==> src/common/vga_pkg.sv <==
package vga_pkg;

  // raster coordinates and cursor positions
  typedef logic [11:0] coord_t;

  // one colour channel as driven to the DAC pins
  typedef logic [3:0] color4_t;

  // raster position with syncs (active low) and blanking flags
  typedef struct packed {
    coord_t hcount;
    coord_t vcount;
    logic   hsync;
    logic   vsync;
    logic   hblnk;
    logic   vblnk;
  } vga_timing_t;

  typedef struct packed {
    color4_t r;
    color4_t g;
    color4_t b;
  } rgb_t;

  // clamped top-left corner of the cursor square
  typedef struct packed {
    coord_t x;
    coord_t y;
  } cursor_t;

  typedef enum logic {
    MODE_MENU = 1'b0,
    MODE_GAME = 1'b1
  } game_mode_e;

  localparam rgb_t COLOR_MENU   = 12'h226;
  localparam rgb_t COLOR_BORDER = 12'hf80;
  localparam rgb_t COLOR_FIELD  = 12'h0a2;
  localparam rgb_t COLOR_CURSOR = 12'hfff;
  localparam rgb_t COLOR_BLACK  = 12'h000;

endpackage

==> src/background/draw_background.sv <==
`timescale 1ns/1ps

module draw_background #(
  parameter vga_pkg::coord_t H_ACTIVE = 1024,
  parameter vga_pkg::coord_t V_ACTIVE = 768,
  parameter vga_pkg::coord_t BORDER   = 16
) (
  input  logic                 pclk,
  input  logic                 arst_n,
  input  vga_pkg::vga_timing_t timing_in,
  input  vga_pkg::game_mode_e  mode,
  output vga_pkg::vga_timing_t timing_out,
  output vga_pkg::rgb_t        rgb
);

  // inner edges of the right and bottom border bands
  localparam vga_pkg::coord_t H_EDGE = H_ACTIVE - BORDER;
  localparam vga_pkg::coord_t V_EDGE = V_ACTIVE - BORDER;

  logic          in_border;
  vga_pkg::rgb_t rgb_nxt;

  assign in_border = (timing_in.hcount < BORDER) ||
                     (timing_in.hcount >= H_EDGE) ||
                     (timing_in.vcount < BORDER) ||
                     (timing_in.vcount >= V_EDGE);

  // blanking is left to the overlay stage
  always_comb begin
    if (mode == vga_pkg::MODE_GAME) begin
      rgb_nxt = in_border ? vga_pkg::COLOR_BORDER : vga_pkg::COLOR_FIELD;
    end else begin
      rgb_nxt = vga_pkg::COLOR_MENU;
    end
  end

  // timing travels with the colour one cycle late
  always_ff @(posedge pclk or negedge arst_n) begin
    if (!arst_n) begin
      timing_out.hcount <= '0;
      timing_out.vcount <= '0;
      timing_out.hsync  <= 1'b1;
      timing_out.vsync  <= 1'b1;
      // idle bundle is blanked until the first raster position arrives
      timing_out.hblnk  <= 1'b1;
      timing_out.vblnk  <= 1'b1;
      rgb               <= vga_pkg::COLOR_BLACK;
    end else begin
      timing_out <= timing_in;
      rgb        <= rgb_nxt;
    end
  end

endmodule

==> src/cursor/cursor_overlay.sv <==
`timescale 1ns/1ps

module cursor_overlay #(
  parameter vga_pkg::coord_t CURSOR_SIZE = 8
) (
  input  logic                 pclk,
  input  logic                 arst_n,
  input  vga_pkg::vga_timing_t timing,
  input  vga_pkg::rgb_t        bg,
  input  vga_pkg::cursor_t     cursor,
  output logic                 hs,
  output logic                 vs,
  output vga_pkg::color4_t     r,
  output vga_pkg::color4_t     g,
  output vga_pkg::color4_t     b
);

  vga_pkg::coord_t x_end;
  vga_pkg::coord_t y_end;
  logic            in_cursor;
  logic            blank;
  vga_pkg::rgb_t   pix_nxt;

  // square spans [x, x+size) by [y, y+size)
  assign x_end = cursor.x + CURSOR_SIZE;
  assign y_end = cursor.y + CURSOR_SIZE;

  assign in_cursor = (timing.hcount >= cursor.x) && (timing.hcount < x_end) &&
                     (timing.vcount >= cursor.y) && (timing.vcount < y_end);

  assign blank = timing.hblnk || timing.vblnk;

  always_comb begin
    if (blank) begin
      pix_nxt = vga_pkg::COLOR_BLACK;
    end else if (in_cursor) begin
      pix_nxt = vga_pkg::COLOR_CURSOR;
    end else begin
      pix_nxt = bg;
    end
  end

  // output pins registered, syncs idle high in reset
  always_ff @(posedge pclk or negedge arst_n) begin
    if (!arst_n) begin
      hs <= 1'b1;
      vs <= 1'b1;
      r  <= '0;
      g  <= '0;
      b  <= '0;
    end else begin
      hs <= timing.hsync;
      vs <= timing.vsync;
      r  <= pix_nxt.r;
      g  <= pix_nxt.g;
      b  <= pix_nxt.b;
    end
  end

endmodule

==> src/logic/mouse_constrainer.sv <==
`timescale 1ns/1ps

module mouse_constrainer #(
  parameter vga_pkg::coord_t H_ACTIVE    = 1024,
  parameter vga_pkg::coord_t V_ACTIVE    = 768,
  parameter vga_pkg::coord_t BORDER      = 16,
  parameter vga_pkg::coord_t CURSOR_SIZE = 8
) (
  input  logic                 pclk,
  input  logic                 arst_n,
  input  logic                 game_button,
  input  logic                 menu_button,
  input  vga_pkg::coord_t      mouse_x,
  input  vga_pkg::coord_t      mouse_y,
  input  vga_pkg::vga_timing_t timing,
  output vga_pkg::game_mode_e  mode,
  output vga_pkg::cursor_t     cursor
);

  // menu lets the cursor roam the whole active area
  localparam vga_pkg::coord_t X_MAX_MENU = H_ACTIVE - CURSOR_SIZE;
  localparam vga_pkg::coord_t Y_MAX_MENU = V_ACTIVE - CURSOR_SIZE;
  // game keeps it inside the border
  localparam vga_pkg::coord_t X_MAX_GAME = H_ACTIVE - BORDER - CURSOR_SIZE;
  localparam vga_pkg::coord_t Y_MAX_GAME = V_ACTIVE - BORDER - CURSOR_SIZE;

  vga_pkg::game_mode_e mode_nxt;
  vga_pkg::coord_t     lim_lo;
  vga_pkg::coord_t     x_hi;
  vga_pkg::coord_t     y_hi;
  logic                frame_start;

  function automatic vga_pkg::coord_t clamp(
    input vga_pkg::coord_t val,
    input vga_pkg::coord_t lo,
    input vga_pkg::coord_t hi
  );
    if (val < lo) return lo;
    if (val > hi) return hi;
    return val;
  endfunction

  // game button wins when both are held
  always_comb begin
    mode_nxt = mode;
    if (game_button) begin
      mode_nxt = vga_pkg::MODE_GAME;
    end else if (menu_button) begin
      mode_nxt = vga_pkg::MODE_MENU;
    end
  end

  assign lim_lo      = (mode == vga_pkg::MODE_GAME) ? BORDER : '0;
  assign x_hi        = (mode == vga_pkg::MODE_GAME) ? X_MAX_GAME : X_MAX_MENU;
  assign y_hi        = (mode == vga_pkg::MODE_GAME) ? Y_MAX_GAME : Y_MAX_MENU;
  assign frame_start = (timing.hcount == '0) && (timing.vcount == '0);

  always_ff @(posedge pclk or negedge arst_n) begin
    if (!arst_n) begin
      mode   <= vga_pkg::MODE_MENU;
      cursor <= '0;
    end else begin
      mode <= mode_nxt;
      // sample once per frame so the cursor never tears
      if (frame_start) begin
        cursor.x <= clamp(mouse_x, lim_lo, x_hi);
        cursor.y <= clamp(mouse_y, lim_lo, y_hi);
      end
    end
  end

endmodule

==> src/logic/vga_game_top.sv <==
`timescale 1ns/1ps

module vga_game_top #(
  parameter vga_pkg::coord_t H_ACTIVE    = 1024,
  parameter vga_pkg::coord_t H_FP        = 24,
  parameter vga_pkg::coord_t H_SYNC      = 136,
  parameter vga_pkg::coord_t H_BP        = 160,
  parameter vga_pkg::coord_t V_ACTIVE    = 768,
  parameter vga_pkg::coord_t V_FP        = 3,
  parameter vga_pkg::coord_t V_SYNC      = 6,
  parameter vga_pkg::coord_t V_BP        = 29,
  parameter vga_pkg::coord_t BORDER      = 16,
  parameter vga_pkg::coord_t CURSOR_SIZE = 8
) (
  input  logic             pclk,
  input  logic             arst_n,
  input  logic             game_button,
  input  logic             menu_button,
  input  vga_pkg::coord_t  mouse_x,
  input  vga_pkg::coord_t  mouse_y,
  output logic             hs,
  output logic             vs,
  output vga_pkg::color4_t r,
  output vga_pkg::color4_t g,
  output vga_pkg::color4_t b
);

  vga_pkg::vga_timing_t timing_raw;
  vga_pkg::vga_timing_t timing_bg;
  vga_pkg::rgb_t        bg_rgb;
  vga_pkg::game_mode_e  mode;
  vga_pkg::cursor_t     cursor;

  vga_timing #(
    .H_ACTIVE (H_ACTIVE),
    .H_FP     (H_FP),
    .H_SYNC   (H_SYNC),
    .H_BP     (H_BP),
    .V_ACTIVE (V_ACTIVE),
    .V_FP     (V_FP),
    .V_SYNC   (V_SYNC),
    .V_BP     (V_BP)
  ) vga_timing_i (
    .pclk   (pclk),
    .arst_n (arst_n),
    .timing (timing_raw)
  );

  // decode: buttons and raw position to mode and clamped cursor
  mouse_constrainer #(
    .H_ACTIVE    (H_ACTIVE),
    .V_ACTIVE    (V_ACTIVE),
    .BORDER      (BORDER),
    .CURSOR_SIZE (CURSOR_SIZE)
  ) mouse_constrainer_i (
    .pclk        (pclk),
    .arst_n      (arst_n),
    .game_button (game_button),
    .menu_button (menu_button),
    .mouse_x     (mouse_x),
    .mouse_y     (mouse_y),
    .timing      (timing_raw),
    .mode        (mode),
    .cursor      (cursor)
  );

  draw_background #(
    .H_ACTIVE (H_ACTIVE),
    .V_ACTIVE (V_ACTIVE),
    .BORDER   (BORDER)
  ) draw_background_i (
    .pclk       (pclk),
    .arst_n     (arst_n),
    .timing_in  (timing_raw),
    .mode       (mode),
    .timing_out (timing_bg),
    .rgb        (bg_rgb)
  );

  // result stage drives the pins
  cursor_overlay #(
    .CURSOR_SIZE (CURSOR_SIZE)
  ) cursor_overlay_i (
    .pclk   (pclk),
    .arst_n (arst_n),
    .timing (timing_bg),
    .bg     (bg_rgb),
    .cursor (cursor),
    .hs     (hs),
    .vs     (vs),
    .r      (r),
    .g      (g),
    .b      (b)
  );

endmodule

==> src/logic/vga_timing.sv <==
`timescale 1ns/1ps

module vga_timing #(
  parameter vga_pkg::coord_t H_ACTIVE = 1024,
  parameter vga_pkg::coord_t H_FP     = 24,
  parameter vga_pkg::coord_t H_SYNC   = 136,
  parameter vga_pkg::coord_t H_BP     = 160,
  parameter vga_pkg::coord_t V_ACTIVE = 768,
  parameter vga_pkg::coord_t V_FP     = 3,
  parameter vga_pkg::coord_t V_SYNC   = 6,
  parameter vga_pkg::coord_t V_BP     = 29
) (
  input  logic                 pclk,
  input  logic                 arst_n,
  output vga_pkg::vga_timing_t timing
);

  // sync window edges and line / frame totals
  localparam vga_pkg::coord_t HS_START = H_ACTIVE + H_FP;
  localparam vga_pkg::coord_t HS_END   = HS_START + H_SYNC;
  localparam vga_pkg::coord_t H_TOTAL  = HS_END + H_BP;
  localparam vga_pkg::coord_t VS_START = V_ACTIVE + V_FP;
  localparam vga_pkg::coord_t VS_END   = VS_START + V_SYNC;
  localparam vga_pkg::coord_t V_TOTAL  = VS_END + V_BP;

  vga_pkg::coord_t hcount_nxt;
  vga_pkg::coord_t vcount_nxt;

  // full timing bundle for one raster position
  function automatic vga_pkg::vga_timing_t raster_at(
    input vga_pkg::coord_t h,
    input vga_pkg::coord_t v
  );
    vga_pkg::vga_timing_t t;
    t.hcount = h;
    t.vcount = v;
    t.hsync  = !((h >= HS_START) && (h < HS_END));
    t.vsync  = !((v >= VS_START) && (v < VS_END));
    t.hblnk  = (h >= H_ACTIVE);
    t.vblnk  = (v >= V_ACTIVE);
    return t;
  endfunction

  // horizontal counter, vertical steps on line wrap
  always_comb begin
    hcount_nxt = timing.hcount + 1'b1;
    vcount_nxt = timing.vcount;
    if (timing.hcount == H_TOTAL - 1'b1) begin
      hcount_nxt = '0;
      if (timing.vcount == V_TOTAL - 1'b1) begin
        vcount_nxt = '0;
      end else begin
        vcount_nxt = timing.vcount + 1'b1;
      end
    end
  end

  // counts and flags all change on the same edge
  always_ff @(posedge pclk or negedge arst_n) begin
    if (!arst_n) begin
      timing <= raster_at('0, '0);
    end else begin
      timing <= raster_at(hcount_nxt, vcount_nxt);
    end
  end

endmodule

==> config.mk <==
export PLATFORM = sky130hd
export DESIGN_NAME = vga_game_top
export DESIGN_NICKNAME = d
export VERILOG_FILES = /design/src/common/vga_pkg.sv /design/src/background/draw_background.sv /design/src/cursor/cursor_overlay.sv /design/src/logic/mouse_constrainer.sv /design/src/logic/vga_game_top.sv /design/src/logic/vga_timing.sv
export SDC_FILE = /design/constraint.sdc
export NUM_CORES = 1
export LEC_CHECK = 0
export ABC_AREA = 1
export ABC_CLOCK_PERIOD_IN_PS = 2100
export BUFFER_PORTS_ARGS = -buffer_cell sky130_fd_sc_hd__buf_4
export CAP_MARGIN = 25
export CORE_AREA = 2 2 138 140
export DETAILED_ROUTE_END_ITERATION = 7
export DIE_AREA = 0 0 140 142
export PLACE_DENSITY = 0.55
export SETUP_SLACK_MARGIN = 0.02
export SLEW_MARGIN = 20
export SYNTH_ARGS = -nofsm -noshare
export SYNTH_HDL_FRONTEND = slang
export SYNTH_SLANG_ARGS = --single-unit
==> constraint.sdc <==
create_clock -name pclk -period 2.1 [get_ports pclk]
set_input_delay 0.21 -clock pclk [delete_from_list [all_inputs] [get_ports pclk]]
set_output_delay 0.21 -clock pclk [all_outputs]
set_load 0.05 [all_outputs]
==> results by group, run 1 <==
Timing
  • Fin. Hold Viols: 0
  • Relative slew margins: 62.8%
  • Final worst path period need: 2290 ps
  • Setup Viol. Count Final: 6
  • Max Slew Vio Count: 0
  • Part of the cycle the worst path needs: 109%
  • RSZ-0062 raised after global routing: yes
  • Worst slew pin tran: 554 ps
  • FMAX: 0.436 GHz
  • Post-route worst setup slack: -194 ps
  • Clock Skew: 6.68 ps
  • Fin Setup TNS: -1100 ps

CTS
  • H-tree Lvls: 3
  • Clock Tree Buf Depth: 2
  • CTS Buf Count: 9
  • CTS tree: yes
  • Worst-path clk slew: 70 ps
  • Worst-Skew Late Latency: 350 ps
  • Clk root buf: clkbuf_16
  • Clk sinks: 94

Layout
  • N_diodes: 0
  • Non-filler cells, final: 1011
  • Fraction of layout cells with a size suffix above 1: 19.0%
  • Area grow syn2layout: 24.8%
  • Final nets: 853
  • Fill count: 1852

Logic synthesis
  • Number of synthesized register bits: 94
  • Warning count from the yosys run: 0
  • Syn nets: 759
  • Post-synthesis cell count: 678
  • Dominant cells by area after synthesis: dfrtp_1 (39%), ha_1 (12%), nand2_1 (10%)
  • Mapped Area: 5460 um2
  • Syn_area_per_cell: 8.05 um2
  • Post-synth top area share: 39.4%
  • Sequential fraction of the synthesis area: 43.3%
  • Post-synthesis cell type count: 32
  • Area leader, netlist: dfrtp_1

Drt
  • DRT Wirelength: 12500 um
  • Drt pass-1 iters: 6
  • DRC Markers: 9
  • Via count: 4488
  • Wirelength per Cell: 12.4 um
  • Via density: 4.44
  • DR iter-0 viols: 320
  • Final ANT Viol Nets: 0

Global route
  • Vias in the first global route: 4274
  • First-pass GRT wire length: 20900 um
  • Total grt overflow: 0
  • Initial antenna violation count: 0
  • Largest net degree at the start of global routing: 38
  • GRT Total Usage: 13.2%

Critical path
  • Worst Path Arrival: 2580 ps
  • R2R Setup Slk: -190 ps
  • Critical path fanouts, max: 6
  • Crit start category: flip-flop
  • Worst EP required: 2390 ps
  • CP Class: flip-flop to flip-flop
  • CP endpoint kind: flip-flop

Placement
  • PortBufs: 41
  • Routability cong.: 0.827
  • Worst slack, placed: -262 ps
  • Hpwl dp: 9750 um
  • Placed cells: 989

Outcome
  • Status: finished, violations left
  • Failing checks: design-rule violations, negative setup slack

Pwr
  • Pwr Total: 3.89 mW
  • Leak pwr: 3.63 nW
  • VDD IR max: 0.000321 V
  • Pwr dens: 571 nW/um2

Job
  • Max_cap viols: 0

Floorplanning
  • Io pins: 42
  • DIE AREA: 19900 um2
  • Core ar.: 18500 um2
  • Initial Util: 29.6%
  • Die Height: 142 um
  • Number of core rows: 50
  • Die width: 140 um

Min path
  • Worst hold path class: input port to flip-flop
[worst paths after layout]
kind                                              endpoint                     startpoint  cells after the start
setup reg to reg                     cursor_overlay_i.r[2]  mouse_constrainer_i.cursor[3]                     15
min in group asynchronous   mouse_constrainer_i.cursor[19]                         arst_n                      2
max in group asynchronous  draw_background_i.timing_out[0]                         arst_n                      3
setup / recovery                     cursor_overlay_i.r[2]  mouse_constrainer_i.cursor[3]                     15
hold / removal                    mouse_constrainer_i.mode                    menu_button                      2
hold reg to reg            draw_background_i.timing_out[0]         vga_timing_i.timing[0]                      0
[placed cells by master (no fill, tap or decap), drive strengths merged]
master,n
nand4,10
o21bai,3
a21boi,1
xnor2,2
nand2,150
clkbuf,11
nand3,61
nor2,76
buf,94
a21oi,28
dfstp,8
bufinv,1
dlygate4sd3,1
o22ai,2
dfrtp,86
clkinv,1
nor4,1
ha,53
nand3b,3
inv,104
clkinvlp,2
or2,2
nor3,17
and2,1
o21a,3
o211ai,1
xor2,21
o21ai,34
[sequential cells by signal, indices dropped and copies added (netlist names)]
signal / flops
cursor_overlay_i.hs: 1
vga_timing_i.timing: 28
cursor_overlay_i.g: 3
cursor_overlay_i.b: 1
cursor_overlay_i.vs: 1
mouse_constrainer_i.mode: 1
draw_background_i.timing_out: 28
draw_background_i.rgb: 5
cursor_overlay_i.r: 2
mouse_constrainer_i.cursor: 24
[power breakdown]
part	switching, mW	leakage [nW]	internal, mW
Combinational	0.218	2.32	0.173
Clock	0.713	0.136	0.927
Sequential	0.0184	1.17	1.84
[cell usage after synthesis, drive strengths merged]
cell / n
nand3b: 3
nor4: 1
o21ai: 34
a21boi: 1
xnor2: 2
a21oi: 28
dfstp: 8
nand2: 150
nand4: 10
and2: 1
nor3: 17
dfrtp: 86
clkbuf: 2
xor2: 21
inv: 103
o21a: 3
buf: 10
nor2: 76
nand3: 61
o22ai: 2
ha: 53
o21bai: 3
o211ai: 1
or2: 2
[layer usage]
metal / track usage [%] / vias to the layer above / share of wire [%]
li1: - / 2352 / -
met1: 18.5 / 2044 / 52
met4: 5.42 / 0 / 1.9
met2: 20.4 / 78 / 43
met5: 0 / - / 0
met3: 1.92 / 14 / 3.1
[logic make-up (layout without fill, tap and decap cells)]
logic type	Yosys count	in the layout	synth area share, %
buf+inv	115	214	8.57
simple gates	321	321	25.3
compound gates	72	72	7.01
flops	94	94	43.3
xor+xnor	23	23	3.69
fa+ha+maj	53	53	12.1
[area by class of cell]
class / count / area [um2] / share of cell area, %
Sequential cell: 94 / 2360 / 34.7
Inverter: 103 / 387 / 5.67
Clock inverter: 5 / 58.8 / 0.863
Multi-Input combinational cell: 469 / 2720 / 39.9
Tap cell: 234 / 293 / 4.30
Timing Repair Buffer: 95 / 766 / 11.2
Clock buffer: 11 / 233 / 3.41
[critical path, stage by stage (launching register included)]
cell and delay, ps:
dfrtp_1 370, ha_2 200, nand3_2 90, nor2_2 110
nand2_2 60, nor3_2 180, xor2_1 170, ha_1 270
a21oi_2 130, o21a_1 130, nand2_1 60, nor2_2 110
nand2_1 50, nor2_1 110, nand2_2 110, nand2_1 90
[what timing repair did]
item	4_1_cts	5_1_grt
resized for setup	4	11
endpoints found under the setup margin	6	13
hold buffers	1	0
endpoints found under the hold margin	29	0
setup buffers	2	3
pin swaps	4	6
[per-stage QoR]
stage               util (%)  hold WS [ps]  area [um2]
global route            36.9          47.7        6820
floorplan                  -         -85.6        5490
finish                  36.9          49.6        6820
global placement        34.8           209        6420
detailed placement      34.8           215        6420
CTS                     36.6          41.0        6750
No activity file was read; power rests on OpenSTA's default activity.
==> inputs of run 2 (changes only) <==
- CORE_AREA: 2 2 138 140 -> 2 2 178 110
- DIE_AREA: 0 0 140 142 -> 0 0 180 112
- GPL_ROUTABILITY_DRIVEN: not set -> 0
==> run 2 against run 1 <==
Critical path depth rose by 2. First-iteration DRC count is 12% higher. Critical endpoint unchanged. The flow finishes with violations (negative setup slack). Clock power about the same.
==> results by group, run 2 (synthesis gave the netlist of run 1 again) <==
Outcome
  • Status: finished, violations left
  • Failing checks: negative setup slack

Job
  • Max_cap viols: 0 (unchanged)

CTS
  • Clk sinks: 94 (unchanged)
  • Worst-path clk slew: 70 ps (about the same)
  • CTS Buf Count: 9 (unchanged)
  • H-tree Lvls: 3 (unchanged)
  • CTS tree: yes
  • Clk root buf: clkbuf_16
  • Clock Tree Buf Depth: 2 (unchanged)
  • Worst-Skew Late Latency: 340 ps (about the same)

Critical path
  • CP Class: flip-flop to flip-flop
  • Crit start category: flip-flop
  • Worst EP required: 2380 ps (about the same)
  • Crit path from: mouse_constrainer_i.cursor[16]
  • CP endpoint kind: flip-flop
  • Critical path fanouts, max: 6 (unchanged)
  • FF-to-FF path depth: 17 (+2)
  • Worst reg2reg path startpoint: mouse_constrainer_i.cursor[16]
  • Worst Path Arrival: 2570 ps (about the same)

Timing
  • RSZ-0062 raised after global routing: yes
  • Fin. Hold Viols: 0 (unchanged)
  • Clock Skew: 6.46 ps (-0.221 ps)
  • Relative slew margins: 64.6% (+1.9 points)
  • Fin Setup TNS: -1050 ps (+54.4 ps)
  • Post-route worst setup slack: -186 ps (+7.87 ps)
  • Final worst path period need: 2290 ps (-7.87 ps)
  • Setup Viol. Count Final: 6 (unchanged)
  • FMAX: 0.437 GHz (+0.34%)
  • Part of the cycle the worst path needs: 109% (-0.37 points)
  • Max Slew Vio Count: 0 (unchanged)
  • Hold Slack: 50.4 ps (+0.758 ps)
  • Worst slew pin tran: 529 ps (-25.9 ps)

Min path
  • Worst hold path class: input port to flip-flop
  • Hold path cells: 2 (unchanged)
  • Hold path start: menu_button

Layout
  • Most frequent cells in the layout: nand2_1 (147), inv_1 (102), dfrtp_1 (86), buf_4 (82), nor2_1 (66)
  • Final nets: 844 (-1.1%)
  • N_diodes: 0 (unchanged)
  • Regs by FF count: draw_background_i.timing_out x28, vga_timing_i.timing x28, mouse_constrainer_i.cursor x24
  • Commonest non-fill, non-tap cell in the layout: nand2_1
  • Final instance area: 6730 um2 (-1.2%)
  • Non-filler cells, final: 1014 (+0.30%)
  • Fraction of layout cells with a size suffix above 1: 17.7% (-1.3 points)
  • Final core utilization: 36.2% (-0.71 points)
  • Fill count: 1891 (+2.1%)
  • Area grow syn2layout: 23.4%

Floorplanning
  • Io pins: 42 (unchanged)
  • Initial Util: 29.4% (-0.22 points)
  • Number of core rows: 39 (-22%)
  • Die width: 180 um (+29%)
  • Die Height: 112 um (-21%)
  • Core ar.: 18600 um2 (+0.74%)
  • DIE AREA: 20200 um2 (+1.4%)

Drt
  • Drt pass-1 iters: 5 (-1)
  • Final ANT Viol Nets: 0 (unchanged)
  • Wirelength per Cell: 13.2 um (+6.5%)
  • DRC Markers: 0 (-9)
  • Via density: 4.44 (about the same)
  • DRT Wirelength: 13400 um (+6.8%)
  • Via count: 4499 (+0.25%)
  • DR iter-0 viols: 358 (+12%)

Global route
  • Gr busiest metal: met1
  • Vias in the first global route: 4256 (-0.42%)
  • Met2 usage: 16.2% (-4.2 points)
  • M3 GR Usage: 3.21% (+1.3 points)
  • Total grt overflow: 0 (unchanged)
  • Initial antenna violation count: 0 (unchanged)
  • First-pass GRT wire length: 22800 um (+9.3%)
  • Largest net degree at the start of global routing: 78 (+110%)
  • Met1 Use GR: 25.3% (+6.7 points)
  • GRT Total Usage: 14.2% (+1.1 points)

Pwr
  • VDD IR max: 0.000293 V (-8.9%)
  • Pwr dens: 571 nW/um2 (about the same)
  • Leak pwr: 3.59 nW (-1.0%)

Placement
  • Placed cells: 995 (+0.61%)
  • PortBufs: 41 (unchanged)
  • Hpwl dp: 10600 um (+8.8%)
  • Area post-placement: 6380 um2 (-0.66%)
run 2: what timing repair did:
| item | CTS | global route |
|---|---|---|
| resized for setup | 4 | 6 |
| endpoints found under the setup margin | 6 | 17 |
| endpoints found under the hold margin | 17 | 0 |
| setup buffers | 2 | 0 |
| pin swaps | 6 | 2 |
| hold buffers | 1 | 0 |
run 2: routing by layer:
| layer | part of all wire, % | wire length (um) |
|---|---|---|
| met5 | 0 | 0 |
| met4 | 0.33 | 44 |
| met3 | 5.6 | 748 |
| met2 | 32 | 4270 |
| met1 | 62 | 8300 |
run 2: through the flow:
step           power [mW]  setup slack (ps)
3_3_place_gp         2.26              -193
5_1_grt              4.03              -459
3_5_place_dp         2.27              -261
2_1_floorplan        2.08              22.1
6_report             3.85              -186
4_1_cts              3.89              -203
run 2: cell type report:
cell class / count / area (um2) / share of cell area, %
multi-input cells: 469 / 2700 / 40.1
flip-flops and latches: 94 / 2360 / 35.1
repair buffers: 86 / 686 / 10.2
inverters: 103 / 387 / 5.74
well taps: 246 / 308 / 4.57
clock buffers: 10 / 239 / 3.55
clock inverters: 6 / 53.8 / 0.799
run 2: final timing paths:
check                                                      end  slack, ps
worst max-delay path                     cursor_overlay_i.r[2]       -190
worst min-delay path                  mouse_constrainer_i.mode         50
max in group asynchronous               vga_timing_i.timing[3]       1120
worst max register to register           cursor_overlay_i.r[2]       -190
worst min register to register             cursor_overlay_i.vs        360
min in group asynchronous       mouse_constrainer_i.cursor[17]        280
run 2: where the power goes:
group / switching [mW] / internal (mW)
combinational: 0.220 / 0.160
sequential: 0.0205 / 1.84
clock: 0.750 / 0.857
run 2: critical path, cell delays in order, from the launching register on:
cell and delay (ps):
dfrtp_1 370, ha_2 190, nand3_2 80, nor2_1 90, nand2_1 100, nor3_2 140
xor2_1 160, ha_1 250, nand2_1 60, inv_1 30, nor2_1 90, o21a_1 130
nand2_1 50, nor2_1 110, nand2_1 70, nor2_2 120, nand2_4 90, nand2_1 80
